File: config.mk
export PLATFORM = sky130hd
export DESIGN_NAME = app_cmd_router
export DESIGN_NICKNAME = d
export VERILOG_FILES = /design/src/source/ddr_app_pkg.sv /design/src/source/app_cmd_router.sv
export VERILOG_INCLUDE_DIRS = /design/src /design/src/source
export SDC_FILE = /design/constraint.sdc
export NUM_CORES = 1
export LEC_CHECK = 0
export BUFFER_PORTS_ARGS = -buffer_cell sky130_fd_sc_hd__buf_2
export CORE_AREA = 2 2 141 143
export DETAILED_ROUTE_END_ITERATION = 16
export DIE_AREA = 0 0 143 145
export PLACE_DENSITY = 0.61
export SYNTH_ARGS = -nofsm -noshare
export SYNTH_HDL_FRONTEND = slang
export SYNTH_SLANG_ARGS = --single-unit
export TNS_END_PERCENT = 20
File: constraint.sdc
create_clock -name clk -period 6.83 [get_ports clk]
set_input_delay 0.683 -clock clk [delete_from_list [all_inputs] [get_ports clk]]
set_output_delay 0.683 -clock clk [all_outputs]
set_load 0.01 [all_outputs]
File: src/source/ddr_app_settings.svh
// sizing for the DDR app interface memory model
// included by the package and by every RTL file that needs a size
// DDR_RD_DEPTH must be a power of two, the read queues wrap their pointers
`ifndef DDR_APP_SETTINGS_SVH
`define DDR_APP_SETTINGS_SVH

// one data beat on the app bus
`define DDR_DATA_WIDTH 32

// app address, byte addressed, one burst per 8 addresses
`define DDR_ADDR_WIDTH 30

// storage banks, picked by the low bits of the burst index
`define DDR_NUM_BANKS 4

// bursts held in each bank
`define DDR_BANK_DEPTH 64

// most reads in flight at once
`define DDR_RD_DEPTH 4

// cycles from reset release until calibration completes
`define DDR_CALIB_CYCLES 16

`endif

File: src/source/ddr_app_pkg.sv
// shared types for the DDR app interface memory model
// command codes, the 64-bit burst and the router/bank/sequencer structs
`include "ddr_app_settings.svh"

package ddr_app_pkg;

   // only write and read are modelled
   typedef enum logic [2:0] {
      APP_CMD_WRITE = 3'b000,
      APP_CMD_READ  = 3'b001
   } app_cmd_e;

   // one beat on the data channels
   typedef logic [`DDR_DATA_WIDTH-1:0] beat_t;

   // high beat travels first on both channels
   typedef struct packed {
      beat_t hi;
      beat_t lo;
   } beat_pair_t;

   // whole word for storage, beat pair for the transfers
   typedef union packed {
      logic [2*`DDR_DATA_WIDTH-1:0] word;
      beat_pair_t                   beats;
   } burst_u;

   typedef logic [$clog2(`DDR_NUM_BANKS)-1:0] bank_id_t;
   typedef logic [$clog2(`DDR_BANK_DEPTH)-1:0] word_idx_t;

   // router to bank, at most one bank has an enable set
   typedef struct packed {
      logic      wr_en;
      logic      rd_en;
      word_idx_t idx;
      burst_u    data;
   } bank_req_t;

   // head of a bank output queue
   typedef struct packed {
      logic   valid;
      burst_u data;
   } rd_word_t;

endpackage

File: src/source/app_cmd_router.sv
// command side of the app model
// holds off everything until calibration, collects the two write beats,
// accepts commands and turns each one into a request for a single bank
`include "ddr_app_settings.svh"

module app_cmd_router (
   input  logic                                        clk,
   input  logic                                        reset,
   input  logic [`DDR_ADDR_WIDTH-1:0]                  app_addr,
   input  ddr_app_pkg::app_cmd_e                       app_cmd,
   input  logic                                        app_en,
   input  ddr_app_pkg::beat_t                          app_wdf_data,
   input  logic                                        app_wdf_wren,
   input  logic                                        app_wdf_end,
   input  logic                                        slot_free,
   output logic                                        app_rdy,
   output logic                                        app_wdf_rdy,
   output logic                                        init_calib_complete,
   output ddr_app_pkg::bank_req_t [`DDR_NUM_BANKS-1:0] bank_req,
   output logic                                        rd_push,
   output ddr_app_pkg::bank_id_t                       rd_tag
);

   localparam int CAL_W  = $clog2(`DDR_CALIB_CYCLES) + 1;
   localparam int BANK_W = $bits(ddr_app_pkg::bank_id_t);
   localparam int WORD_W = $bits(ddr_app_pkg::word_idx_t);

   logic [CAL_W-1:0]           cal_cnt;
   ddr_app_pkg::burst_u        wr_burst;
   logic                       have_hi;
   logic                       burst_full;
   logic [`DDR_ADDR_WIDTH-4:0] burst_idx;
   ddr_app_pkg::bank_id_t      bank_sel;
   ddr_app_pkg::word_idx_t     word_sel;
   logic                       beat_fire;
   logic                       cmd_fire;
   logic                       wr_fire;
   logic                       rd_fire;

   // calibration delay after reset
   always_ff @(posedge clk) begin
      if (reset) begin
         cal_cnt             <= '0;
         init_calib_complete <= 1'b0;
      end else if (!init_calib_complete) begin
         cal_cnt <= cal_cnt + 1'b1;
         if (cal_cnt == CAL_W'(`DDR_CALIB_CYCLES - 1))
            init_calib_complete <= 1'b1;
      end
   end

   // ready only after calibration, read slots bound the command side
   assign app_rdy     = init_calib_complete && slot_free;
   // data channel stalls while a full burst waits for its command
   assign app_wdf_rdy = init_calib_complete && !burst_full;

   assign beat_fire = app_wdf_wren && app_wdf_rdy;
   assign cmd_fire  = app_en && app_rdy;
   // write without a complete burst is dropped
   assign wr_fire   = cmd_fire && (app_cmd == ddr_app_pkg::APP_CMD_WRITE) && burst_full;
   assign rd_fire   = cmd_fire && (app_cmd == ddr_app_pkg::APP_CMD_READ);

   // beat collection, high half first, end beat is the low half
   always_ff @(posedge clk) begin
      if (beat_fire) begin
         if (app_wdf_end)
            wr_burst.beats.lo <= app_wdf_data;
         else
            wr_burst.beats.hi <= app_wdf_data;
      end
   end

   always_ff @(posedge clk) begin
      if (reset) begin
         have_hi    <= 1'b0;
         burst_full <= 1'b0;
      end else begin
         if (beat_fire) begin
            have_hi    <= !app_wdf_end;
            burst_full <= app_wdf_end && have_hi;
         end else if (wr_fire) begin
            burst_full <= 1'b0;
         end
      end
   end

   // burst index is the address over 8, low bits pick the bank
   assign burst_idx = app_addr[`DDR_ADDR_WIDTH-1:3];
   assign bank_sel  = burst_idx[BANK_W-1:0];
   assign word_sel  = burst_idx[BANK_W +: WORD_W];

   always_comb begin
      for (int b = 0; b < `DDR_NUM_BANKS; b++) begin
         bank_req[b].wr_en = wr_fire && (bank_sel == BANK_W'(b));
         bank_req[b].rd_en = rd_fire && (bank_sel == BANK_W'(b));
         bank_req[b].idx   = word_sel;
         bank_req[b].data  = wr_burst;
      end
   end

   // sequencer learns the return order from here
   assign rd_push = rd_fire;
   assign rd_tag  = bank_sel;

endmodule

[Word level (Yosys, flattened, before mapping)]
Index checks and enable logic that the tools add are counted.
Operators by class
  mux-type cells: 4
  add/sub/neg operators: 1
  eq/ne operators: 5
  bitwise gates (word level): 1
  reduce and logical (&&, ||, !) cells: 23
Operators by type and width (count)
  1-bit logical AND: 16
  5-bit by 1-bit adder with 5-bit output (second input constant): 1
  5-bit by 4-bit equality test with 1-bit output (second input constant): 1
  2-bit equality test (second input constant): 2
  1-bit 2-to-1 mux: 4
  2-bit AND reduction: 2
  3-bit by 1-bit equality test with 1-bit output (second input constant): 1
  3-bit logical NOT: 1
  2-bit by 1-bit equality test with 1-bit output (second input constant): 1
  1-bit logical NOT: 2
  2-bit logical NOT: 1
  2-bit nonzero test: 1
  1-bit inverter: 1
Word-level totals
  input bits: 71
  register bits: 72

[Depth between registers and ports, before layout]
Gate-level depths: netlist of the first run.
  depth in word-level cells: 6
  gate-level depth with buffers: 6
  mapped depth without buffers: 6

[Worst setup path after synthesis of the first run]
Ideal clock, no wire load.
  path kind: register -> register
  start point: register init_calib_complete
  end point: register wr_burst[32] in the netlist's numbering, enable pin
  path slack: 4.276 ns
  setup time: 0.421 ns
  path buffers: 1
  data required time: 6.409 ns
  arrival time: 2.133 ns
  stages on the path, launching flop included: 5
  cells stage by stage: dfxtp_1 buf_6 nor2b_4 nand2_1 nor2_1
Between the ends
  word-level cells in the longest chain between the ends: 3
Ends and longest elaborated chain
  start: declaration: line app_cmd_router.sv:18  | output logic init_calib_complete,
  start signal: assignment: line app_cmd_router.sv:44  | init_calib_complete <= 1'b0;
  start signal: assignment: line app_cmd_router.sv:48  | init_calib_complete <= 1'b1;
  1-bit logical AND: line app_cmd_router.sv:55  | assign app_wdf_rdy = init_calib_complete && !burst_full;
  net app_wdf_rdy: line app_cmd_router.sv:17  | output logic app_wdf_rdy,
  1-bit logical AND: line app_cmd_router.sv:57  | assign beat_fire = app_wdf_wren && app_wdf_rdy;
  2-bit AND reduction (no line)
  end: declaration: line app_cmd_router.sv:29  | ddr_app_pkg::burst_u wr_burst;
The timed path passes the listed nets, and every way through them passes these cells.
A chain may end at the register's enable or synchronous reset.

==> results of run 1 <==
## cells in the mapped netlist (2+ instances only)
cell	instances
inv_1	3
a21oi_1	3
nor3_1	3
buf_4	219
nand2b_1	3
ha_1	2
xor2_1	2
edfxtp_1	64
nand2_1	2
dfxtp_1	8
nor2_1	15
nand3_1	2
## placed cells by master (no fill, tap or decap), types with 3 or more instances in the layout
| master | n |
|---|---|
| a21oi_1 | 3 |
| nor2_1 | 14 |
| nor3_1 | 3 |
| clkbuf_16 | 9 |
| buf_2 | 312 |
| nand2b_1 | 3 |
| edfxtp_1 | 64 |
| dfxtp_1 | 8 |
| inv_1 | 3 |
## metal layers
metal  global-route usage, %  up-vias  share of wire, %
met4                    3.47        0               1.6
met2                    12.9      167                51
met1                    8.37     1097                38
met5                       0        -                 0
met3                    2.90        7               8.7
li1                        -     1091                 -
## report_power, final
part           internal [mW]  total, mW  switching, mW  leakage (nW)
Combinational         0.0120     0.0228         0.0108          1.37
Sequential             0.480      0.482        0.00138         0.640
Clock                  0.279      0.464          0.185         0.139
Total                  0.772      0.969          0.197          2.15
## kinds of logic (layout without fill, tap and decap cells)
logic type	after synthesis	after routing	share of synthesized area (%)
buffers and inverters	223	330	41.4
DFF	72	72	51.7
and+or+nand+nor	33	33	4.84
AOI/OAI and AO/OA	4	4	0.590
xor gates and xnor gates	3	3	0.652
adders and majority gates	2	2	0.621
muxes	1	1	0.248
## worst min path at each step
stage	startpoint	to	slack [ns]
floorplan	have_hi	burst_full	0.45
global placement	have_hi	burst_full	0.47
detailed placement	have_hi	burst_full	0.47
CTS	have_hi	burst_full	0.48
global route	app_wdf_data[16]	wr_burst[48]	0.51
finish	have_hi	burst_full	0.48
## state kept, by name (all words and copies together) (netlist names)
| signal | flops |
|---|---|
| burst_full | 1 |
| cal_cnt | 5 |
| have_hi | 1 |
| init_calib_complete | 1 |
| wr_burst | 64 |
## stage by stage
stage	hold WS (ns)	area (um^2)
detailed placement	0.469	4270
finish	0.480	4560
CTS	0.483	4560
floorplan	0.450	4030
global placement	0.467	4270
global route	0.511	4560
## layout make-up
class	count	share of cell area [%]
Sequential cell	72	45.7
Timing Repair Buffer	312	34.2
Tap cell	265	7.27
Multi-Input combinational cell	43	6.31
Clock buffer	9	4.94
Clock inverter	6	1.32
Inverter	3	0.247
==> flow_metrics.tcl, run 1 <==
set metrics [dict create \
    synth_nets 411 \
    power.static_leakage_nw 2.15 \
    layout_min_cycle_time_ns 2.28 \
    r2r-end "wr_burst[44]" \
    final_core_util_pct 23.7 \
    via_count 2362 \
    antenna_found_initial 0 \
    cts.hold.buffers_added 0 \
    async_flop_share_pct 0 \
    clk_transition_reported_paths_ns 0.06 \
    drtIter0Drc 45 \
    n_fill_cell 2034 \
    synth_edf_count 64 \
    drtAntennaViolNets 0 \
    postSynthAreaPerCell_um2 11.9 \
    critPathMaxStageDelay_ns 0.30 \
    port_buffers 312 \
    tritoncts "yes" \
    ys_dominant_reg_cell "edfxtp_1" \
    dp_hpwl_um 6300 \
    crit_path_end "bank_req[71]" \
    floorplan.initialDensity_pct 21.0 \
    synth.distinct_cells 24 \
    syn-cell-area_um2 4030 \
    first_global_vias 2073 \
    n_antenna_cell 0 \
    total_track_usage_pct 7.62 \
    dp_worst_setup_slack_ns 4.58 \
    fin_nets 514 \
    critPathLaunchType "input pin" \
    critPathRequiredTime_ns 6.15 \
    power_mw 0.969 \
    path_buf_inv 2 \
    whs_path_depth 1 \
    area_of_the_multi_input_gates_um2 288 \
    io_pins 365 \
    ys.warnings.count 0 \
    place.gp.congestion 0.683 \
    drt-pass1-iter-count 4 \
    core_area_um2 19200 \
    max_clock_freq_ghz 0.439 \
    crit-reg2reg-launch "init_calib_complete" \
    syn-instance-count 338 \
    ctsLongestPathBuffers 2 \
    cp_common_cell "buf_2" \
    instances_no_fill 710 \
    chipHeight_um 145 \
    ir_drop_v 0.000104 \
    pin_count_of_the_biggest_net_entering_global_routing 35 \
    final_hold_viol_count 0 \
    seq_area_um2 2080 \
    cpMaxStageDelayCell "nor4b_4" \
    clock-skew-final_ns 0.00431 \
    setup-violations-final 0 \
    critical-path-top-delay-family "simple AND/OR/NAND/NOR gates" \
    synth.ff_latch_count 72 \
    power_density_nw_per_um2 212 \
    first_pass_grt_wire_length_um 11700 \
    report.final.slew_viol_count 0 \
    netlist_top_cells_area "edfxtp_1 (48%), buf_4 (41%), dfxtp_1 (4.0%)" \
    total_negative_slack_ns 0 \
    maxSlewHeadroom_pct 29.5 \
    detail_route.wirelength_um 8440 \
    worst_setup_path_end_kind "output pin" \
    timing.reg2reg.setup_slack_ns 4.76 \
    grt.overflow.total 0 \
    final.setup.worst_slack_ns 4.55 \
    root_buffer_selected_by_cts "clkbuf_16" \
    worstMarginPinSlew_ns 1.06 \
    cts-buffers-inserted 9 \
    synth_sequential_area_ratio_pct 51.7 \
    final_layout_size_suffix_gt1_share_pct 74.6 \
    crit_path_max_fanout 4 \
    cts_resized 0 \
    remaining_drc_errors 0 \
    worst-endpoint-arrival_ns 1.59 \
    synth.largest_area_cell "edfxtp_1" \
    cp-startpoint "app_cmd[1]" \
    grt_setup_unrepaired "no" \
    status "completed" \
    cts.sink_count 72 \
    post_drt_wl_per_cell_um 11.9 \
    via_per_inst 3.33 \
    synth.top_cell.area_share_pct 47.7 \
    place_inst 695 \
    critical_path_cell_count 5 \
    total_die_area_um2 20700 \
    layout_worst_path_cycle_share_pct 33.3 \
    reg2reg_depth 3 \
    worst_skew_pair.late_latency_ns 0.33 \
    htree_levels 3 \
    max_cap_violations 0 \
    placementRows 51 \
    hold_path_class "reg -> reg" \
    areaGrowthSynthToFinish_pct 13.2 \
    cts_post_setup_buffers_inserted 0 \
    worstSetupPathType "in -> out" \
    die_width_um 143 \
    cp_cell_sequence "buf_2, nor4b_4, nand3_1, nor3_1, buf_2" \
]
No activity file was read; power rests on OpenSTA's default activity.
==> run 2, diff against run 1 <==
--- a/config.mk
+++ b/config.mk
@@ -7,9 +7,9 @@
 export NUM_CORES = 1
 export LEC_CHECK = 0
 export BUFFER_PORTS_ARGS = -buffer_cell sky130_fd_sc_hd__buf_2
-export CORE_AREA = 2 2 141 143
+export CORE_AREA = 2 2 142 144
 export DETAILED_ROUTE_END_ITERATION = 16
-export DIE_AREA = 0 0 143 145
+export DIE_AREA = 0 0 144 146
 export PLACE_DENSITY = 0.61
 export SYNTH_ARGS = -nofsm -noshare
 export SYNTH_HDL_FRONTEND = slang
==> constraint.sdc (replaced) <==
create_clock -name clk -period 2.31 [get_ports clk]
set_input_delay 0.231 -clock clk [delete_from_list [all_inputs] [get_ports clk]]
set_output_delay 0.231 -clock clk [all_outputs]
set_load 0.01 [all_outputs]
==> flow_metrics.tcl, run 2 (synthesized netlist as in run 1, its figures left out) <==
set metrics [dict create \
    first_pass_grt_wire_length_um 12200 \
    final_layout_size_suffix_gt1_share_pct 74.8 \
    power.static_leakage_nw 2.17 \
    maxSlewHeadroom_pct 64.1 \
    mostFrequentLayoutCell "buf_2" \
    remaining_drc_errors 0 \
    ir_drop_v 0.000298 \
    worstSetupPathType "reg -> out" \
    drt-pass1-iter-count 4 \
    hold_path_class "in -> reg" \
    layout_worst_path_cycle_share_pct 74.3 \
    total_switching_power_mw 0.593 \
    core_area_um2 19300 \
    cts_post_setup_buffers_inserted 0 \
    htree_levels 3 \
    via_count 2409 \
    placementRows 51 \
    ctsLongestPathBuffers 2 \
    floorplan.initialDensity_pct 20.8 \
    port_buffers 312 \
    crit_path_max_fanout 9 \
    layout.cells.most_common_list "buf_2 (312), edfxtp_1 (64), nor2_1 (14), clkbuf_16 (9), dfxtp_1 (8)" \
    clk_transition_reported_paths_ns 0.07 \
    areaGrowthSynthToFinish_pct 14.0 \
    total_die_area_um2 21000 \
    cts.sink_count 72 \
    power_mw 2.89 \
    report.final.slew_viol_count 0 \
    worstMarginPinSlew_ns 0.539 \
    largest-register "wr_burst" \
    detail_route.wirelength_um 9300 \
    p_sw_share_pct 20.5 \
    comb_power_share_pct 2.3 \
    antenna_found_initial 1 \
    critPathLaunchType "register" \
    power_density_nw_per_um2 629 \
    cts_resized 0 \
    max_cap_violations 0 \
    final_hold_viol_count 0 \
    clock_power_share_pct 48.5 \
    die_width_um 144 \
    drtIter0Drc 96 \
    layout_min_cycle_time_ns 1.72 \
    cts-buffers-inserted 9 \
    share_seq_of_total_power_pct 49.3 \
    total_track_usage_pct 8.00 \
    status "completed" \
    max_clock_freq_ghz 0.582 \
    drtAntennaViolNets 0 \
    largest_register_ffs 64 \
    p_int_mw 2.30 \
    worst_setup_path_end_kind "output pin" \
    tritoncts "yes" \
    critPathRequiredTime_ns 2.08 \
    first_global_vias 2102 \
    place.gp.congestion 0.689 \
    grt_setup_unrepaired "no" \
    total_negative_slack_ns 0 \
    dp_hpwl_um 7250 \
    fin_nets 517 \
    via_per_inst 3.37 \
    pin_count_of_the_biggest_net_entering_global_routing 35 \
    grt.overflow.total 0 \
    chipHeight_um 146 \
    post_drt_wl_per_cell_um 13.0 \
    n_antenna_cell 0 \
    cts.hold.buffers_added 0 \
    n_fill_cell 2077 \
    top_regs "wr_burst x64, cal_cnt x5" \
    root_buffer_selected_by_cts "clkbuf_16" \
    clock-skew-final_ns 0.00840 \
    worst_skew_pair.late_latency_ns 0.34 \
    io_pins 365 \
    worst-endpoint-arrival_ns 1.49 \
    setup-violations-final 0 \
]
## run 2: cell types whose count changed in the layout (fill, tap and decap cells not counted)
| cell | delta |
|---|---|
| clkinv_2 | -1 |
| clkinv_1 | -1 |
| buf_4 | +3 |
| clkinv_4 | +2 |
| clkbuf_1 | +1 |
## run 2: metrics by stage
step / hold WS, ns / util, % / worst slack (ns) / area, um^2 / std cells
4_1_cts: 0.0580 / 23.8 / 0.556 / 4590 / 714
3_5_place_dp: 0.423 / 22.2 / 0.847 / 4300 / 698
5_1_grt: 0.0558 / 23.8 / 0.459 / 4590 / 714
6_report: 0.0788 / 23.8 / 0.593 / 4590 / 714
2_1_floorplan: 0.330 / - / 0.286 / 4030 / 338
3_3_place_gp: 0.419 / 22.2 / 0.869 / 4300 / 698
## run 2: worst paths after layout
| kind | start | end | slack, ns | cells after the start |
|---|---|---|---|---|
| hold reg to reg | have_hi | burst_full | 0.48 | 1 |
| setup reg to reg | init_calib_complete | wr_burst[8] | 0.88 | 2 |
| hold / removal | app_wdf_data[7] | wr_burst[7] | 0.08 | 1 |
| setup / recovery | init_calib_complete | bank_req[70] | 0.59 | 5 |
## run 2: layout make-up
class                   count  area, um^2  area share, %
flip-flops and latches     72        2080           45.3
repair buffers            315        1580           34.5
well taps                 265         332           7.22
multi-input cells          43         288           6.26
clock buffers              10         229           4.98
clock inverters             6        68.8           1.50
inverters                   3        11.3          0.245
## run 2: layer usage
layer / vias up / track usage [%] / wire (um)
li1: 1098 / - / -
met1: 1129 / 8.54 / 3530
met2: 164 / 13.8 / 4660
met3: 18 / 3.42 / 965
met4: 0 / 3.24 / 141
met5: - / 0 / 0
## run 2: critical path: stages (launching register included)
cell	delay, ns
dfxtp_1	0.33
buf_4	0.16
and2_2	0.19
nand3_1	0.16
nor3_1	0.15
buf_2	0.15
## run 2: power groups by stage
| stage | logic [mW] | clock network (mW) | registers (mW) |
|---|---|---|---|
| 6_report | 0.0658 | 1.40 | 1.42 |
| 2_1_floorplan | 0.0627 | 0 | 1.45 |
| 4_1_cts | 0.0663 | 1.46 | 1.42 |
| 5_1_grt | 0.0740 | 1.53 | 1.42 |
| 3_3_place_gp | 0.0635 | 0 | 1.45 |
| 3_5_place_dp | 0.0662 | 0 | 1.45 |
==> run 3, diff against run 2 <==
--- a/config.mk
+++ b/config.mk
@@ -7,10 +7,10 @@
 export NUM_CORES = 1
 export LEC_CHECK = 0
 export BUFFER_PORTS_ARGS = -buffer_cell sky130_fd_sc_hd__buf_2
-export CORE_AREA = 2 2 142 144
+export CORE_AREA = 2 2 141 143
 export DETAILED_ROUTE_END_ITERATION = 16
-export DIE_AREA = 0 0 144 146
-export PLACE_DENSITY = 0.61
+export DIE_AREA = 0 0 143 145
+export PLACE_DENSITY = 0.63
 export SYNTH_ARGS = -nofsm -noshare
 export SYNTH_HDL_FRONTEND = slang
 export SYNTH_SLANG_ARGS = --single-unit
==> constraint.sdc (replaced) <==
create_clock -name clk -period 1.4 [get_ports clk]
set_input_delay 0.14 -clock clk [delete_from_list [all_inputs] [get_ports clk]]
set_output_delay 0.14 -clock clk [all_outputs]
set_load 0.01 [all_outputs]
==> flow_metrics.tcl, run 3 (synthesized netlist as in run 1, its figures left out) <==
set metrics [dict create \
    worstMarginPinSlew_ns 0.347 \
    cp_cell_sequence "and2_4, nand3_4, nor3_2, buf_2" \
    critPathRequiredTime_ns 1.26 \
    detail_route.wirelength_um 9770 \
    critPathLaunchType "register" \
    max_clock_freq_ghz 0.725 \
    n_antenna_cell 0 \
    ir_drop_v 0.000496 \
    root_buffer_selected_by_cts "clkbuf_16" \
    power_density_nw_per_um2 1010 \
    tritoncts "yes" \
    floorplan.initialDensity_pct 21.0 \
    drtIter0Drc 94 \
    path_buf_inv 1 \
    clock-skew-final_ns 0.00706 \
    grt_setup_unrepaired "yes" \
    worst_setup_path_end_kind "output pin" \
    n_fill_cell 2006 \
    report.final.slew_viol_count 0 \
    placementRows 51 \
    fin_nets 552 \
    cts-buffers-inserted 9 \
    max_cap_violations 0 \
    crit_path_max_fanout 5 \
    port_buffers 312 \
    final_core_util_pct 26.4 \
    remaining_drc_errors 0 \
    layout_min_cycle_time_ns 1.38 \
    cpMaxStageDelayCell "dfxtp_4" \
    worst_skew_pair.late_latency_ns 0.33 \
    via_count 2524 \
    chipHeight_um 145 \
    total_track_usage_pct 8.72 \
    first_pass_grt_wire_length_um 13200 \
    pin_count_of_the_biggest_net_entering_global_routing 18 \
    die_width_um 143 \
    io_pins 365 \
    first_global_vias 2319 \
    hold_path_class "in -> reg" \
    core_area_um2 19200 \
    post_drt_wl_per_cell_um 13.0 \
    areaGrowthSynthToFinish_pct 25.8 \
    drt-pass1-iter-count 4 \
    timing.hold.ws_ns 0.0851 \
    cts.sink_count 72 \
    final_hold_viol_count 0 \
    timing.reg2reg.setup_slack_ns 0.12 \
    setup-violations-final 0 \
    layout.cells.most_common_list "buf_2 (312), edfxtp_1 (64), dlygate4sd3_1 (32), nor2_1 (13), clkbuf_16 (9)" \
    via_per_inst 3.37 \
    mostFrequentLayoutCell "buf_2" \
    largest_register_ffs 64 \
    worst-endpoint-arrival_ns 1.24 \
    worstSetupPathType "reg -> out" \
    maxSlewHeadroom_pct 76.8 \
    htree_levels 3 \
    dp_hpwl_um 7530 \
    ctsLongestPathBuffers 2 \
    status "completed" \
    clk_transition_reported_paths_ns 0.06 \
    drtAntennaViolNets 0 \
    power.static_leakage_nw 2.35 \
    total_die_area_um2 20700 \
    dp_worst_setup_slack_ns 0.124 \
    final_layout_size_suffix_gt1_share_pct 71.3 \
    layout_worst_path_cycle_share_pct 98.5 \
    final.setup.worst_slack_ns 0.0209 \
    place.gp.congestion 0.713 \
    grt.overflow.total 0 \
    critical-path-top-delay-family "simple AND/OR/NAND/NOR gates" \
    top_regs "wr_burst x64, cal_cnt x5" \
    largest-register "wr_burst" \
    critPathMaxStageDelay_ns 0.36 \
    antenna_found_initial 0 \
]
## run 3: where the power goes
part	internal [mW]	switching [mW]	total [mW]
clock network	1.72	0.887	2.61
logic	0.117	0.0679	0.184
registers	2.34	0.00635	2.35
total	4.18	0.961	5.14
## run 3: area by class of cell
type / count / area [um^2] / area share, %
Sequential cell: 72 / 2090 / 41.1
Timing Repair Buffer: 350 / 1980 / 39.0
Tap cell: 265 / 332 / 6.54
Multi-Input combinational cell: 43 / 329 / 6.49
Clock buffer: 9 / 225 / 4.44
Clock inverter: 7 / 110 / 2.17
Inverter: 3 / 11.3 / 0.222
## run 3: timing repair
item                                    in CTS  in global routing
gates resized for setup                      7                  2
pin swaps                                    0                  4
endpoints found under the hold margin       64                  0
endpoints found under the setup margin       8                  8
buffers inserted                             0                  1
hold buffers                                32                  0
## run 3: per-stage QoR
step	instance area, um^2	power [mW]	setup TNS, ns	instances
CTS	5060	5.27	-0.00476	748
detailed placement	4370	2.51	0	700
global route	5070	5.37	-0.320	749
floorplan	4040	2.50	-8.93	338
finish	5070	5.14	0	749
global placement	4370	2.50	0	700
## run 3: worst reg2reg max path: stages (launching register included)
cell and delay, ns:
dfxtp_1 0.33, ha_1 0.20, and3_1 0.18, ha_1 0.27, nor2_1 0.04, a21oi_1 0.10, nor2_1 0.05
## run 3: worst paths after layout
| path | start | end | depth (start not counted) |
|---|---|---|---|
| worst max register to register | cal_cnt[0] | cal_cnt[4] | 6 |
| worst min register to register | cal_cnt[4] | cal_cnt[4] | 2 |
| worst min-delay path | reset | init_calib_complete | 2 |
| worst max-delay path | init_calib_complete | bank_req[70] | 4 |
## run 3: metal layers
layer  GRT usage, %  vias up  share of wire, %
met5              0        -                 0
met3           2.90       10               8.1
met1           9.75     1188                39
met4           3.02        0               1.2
li1               -     1163                 -
met2           15.3      163                51
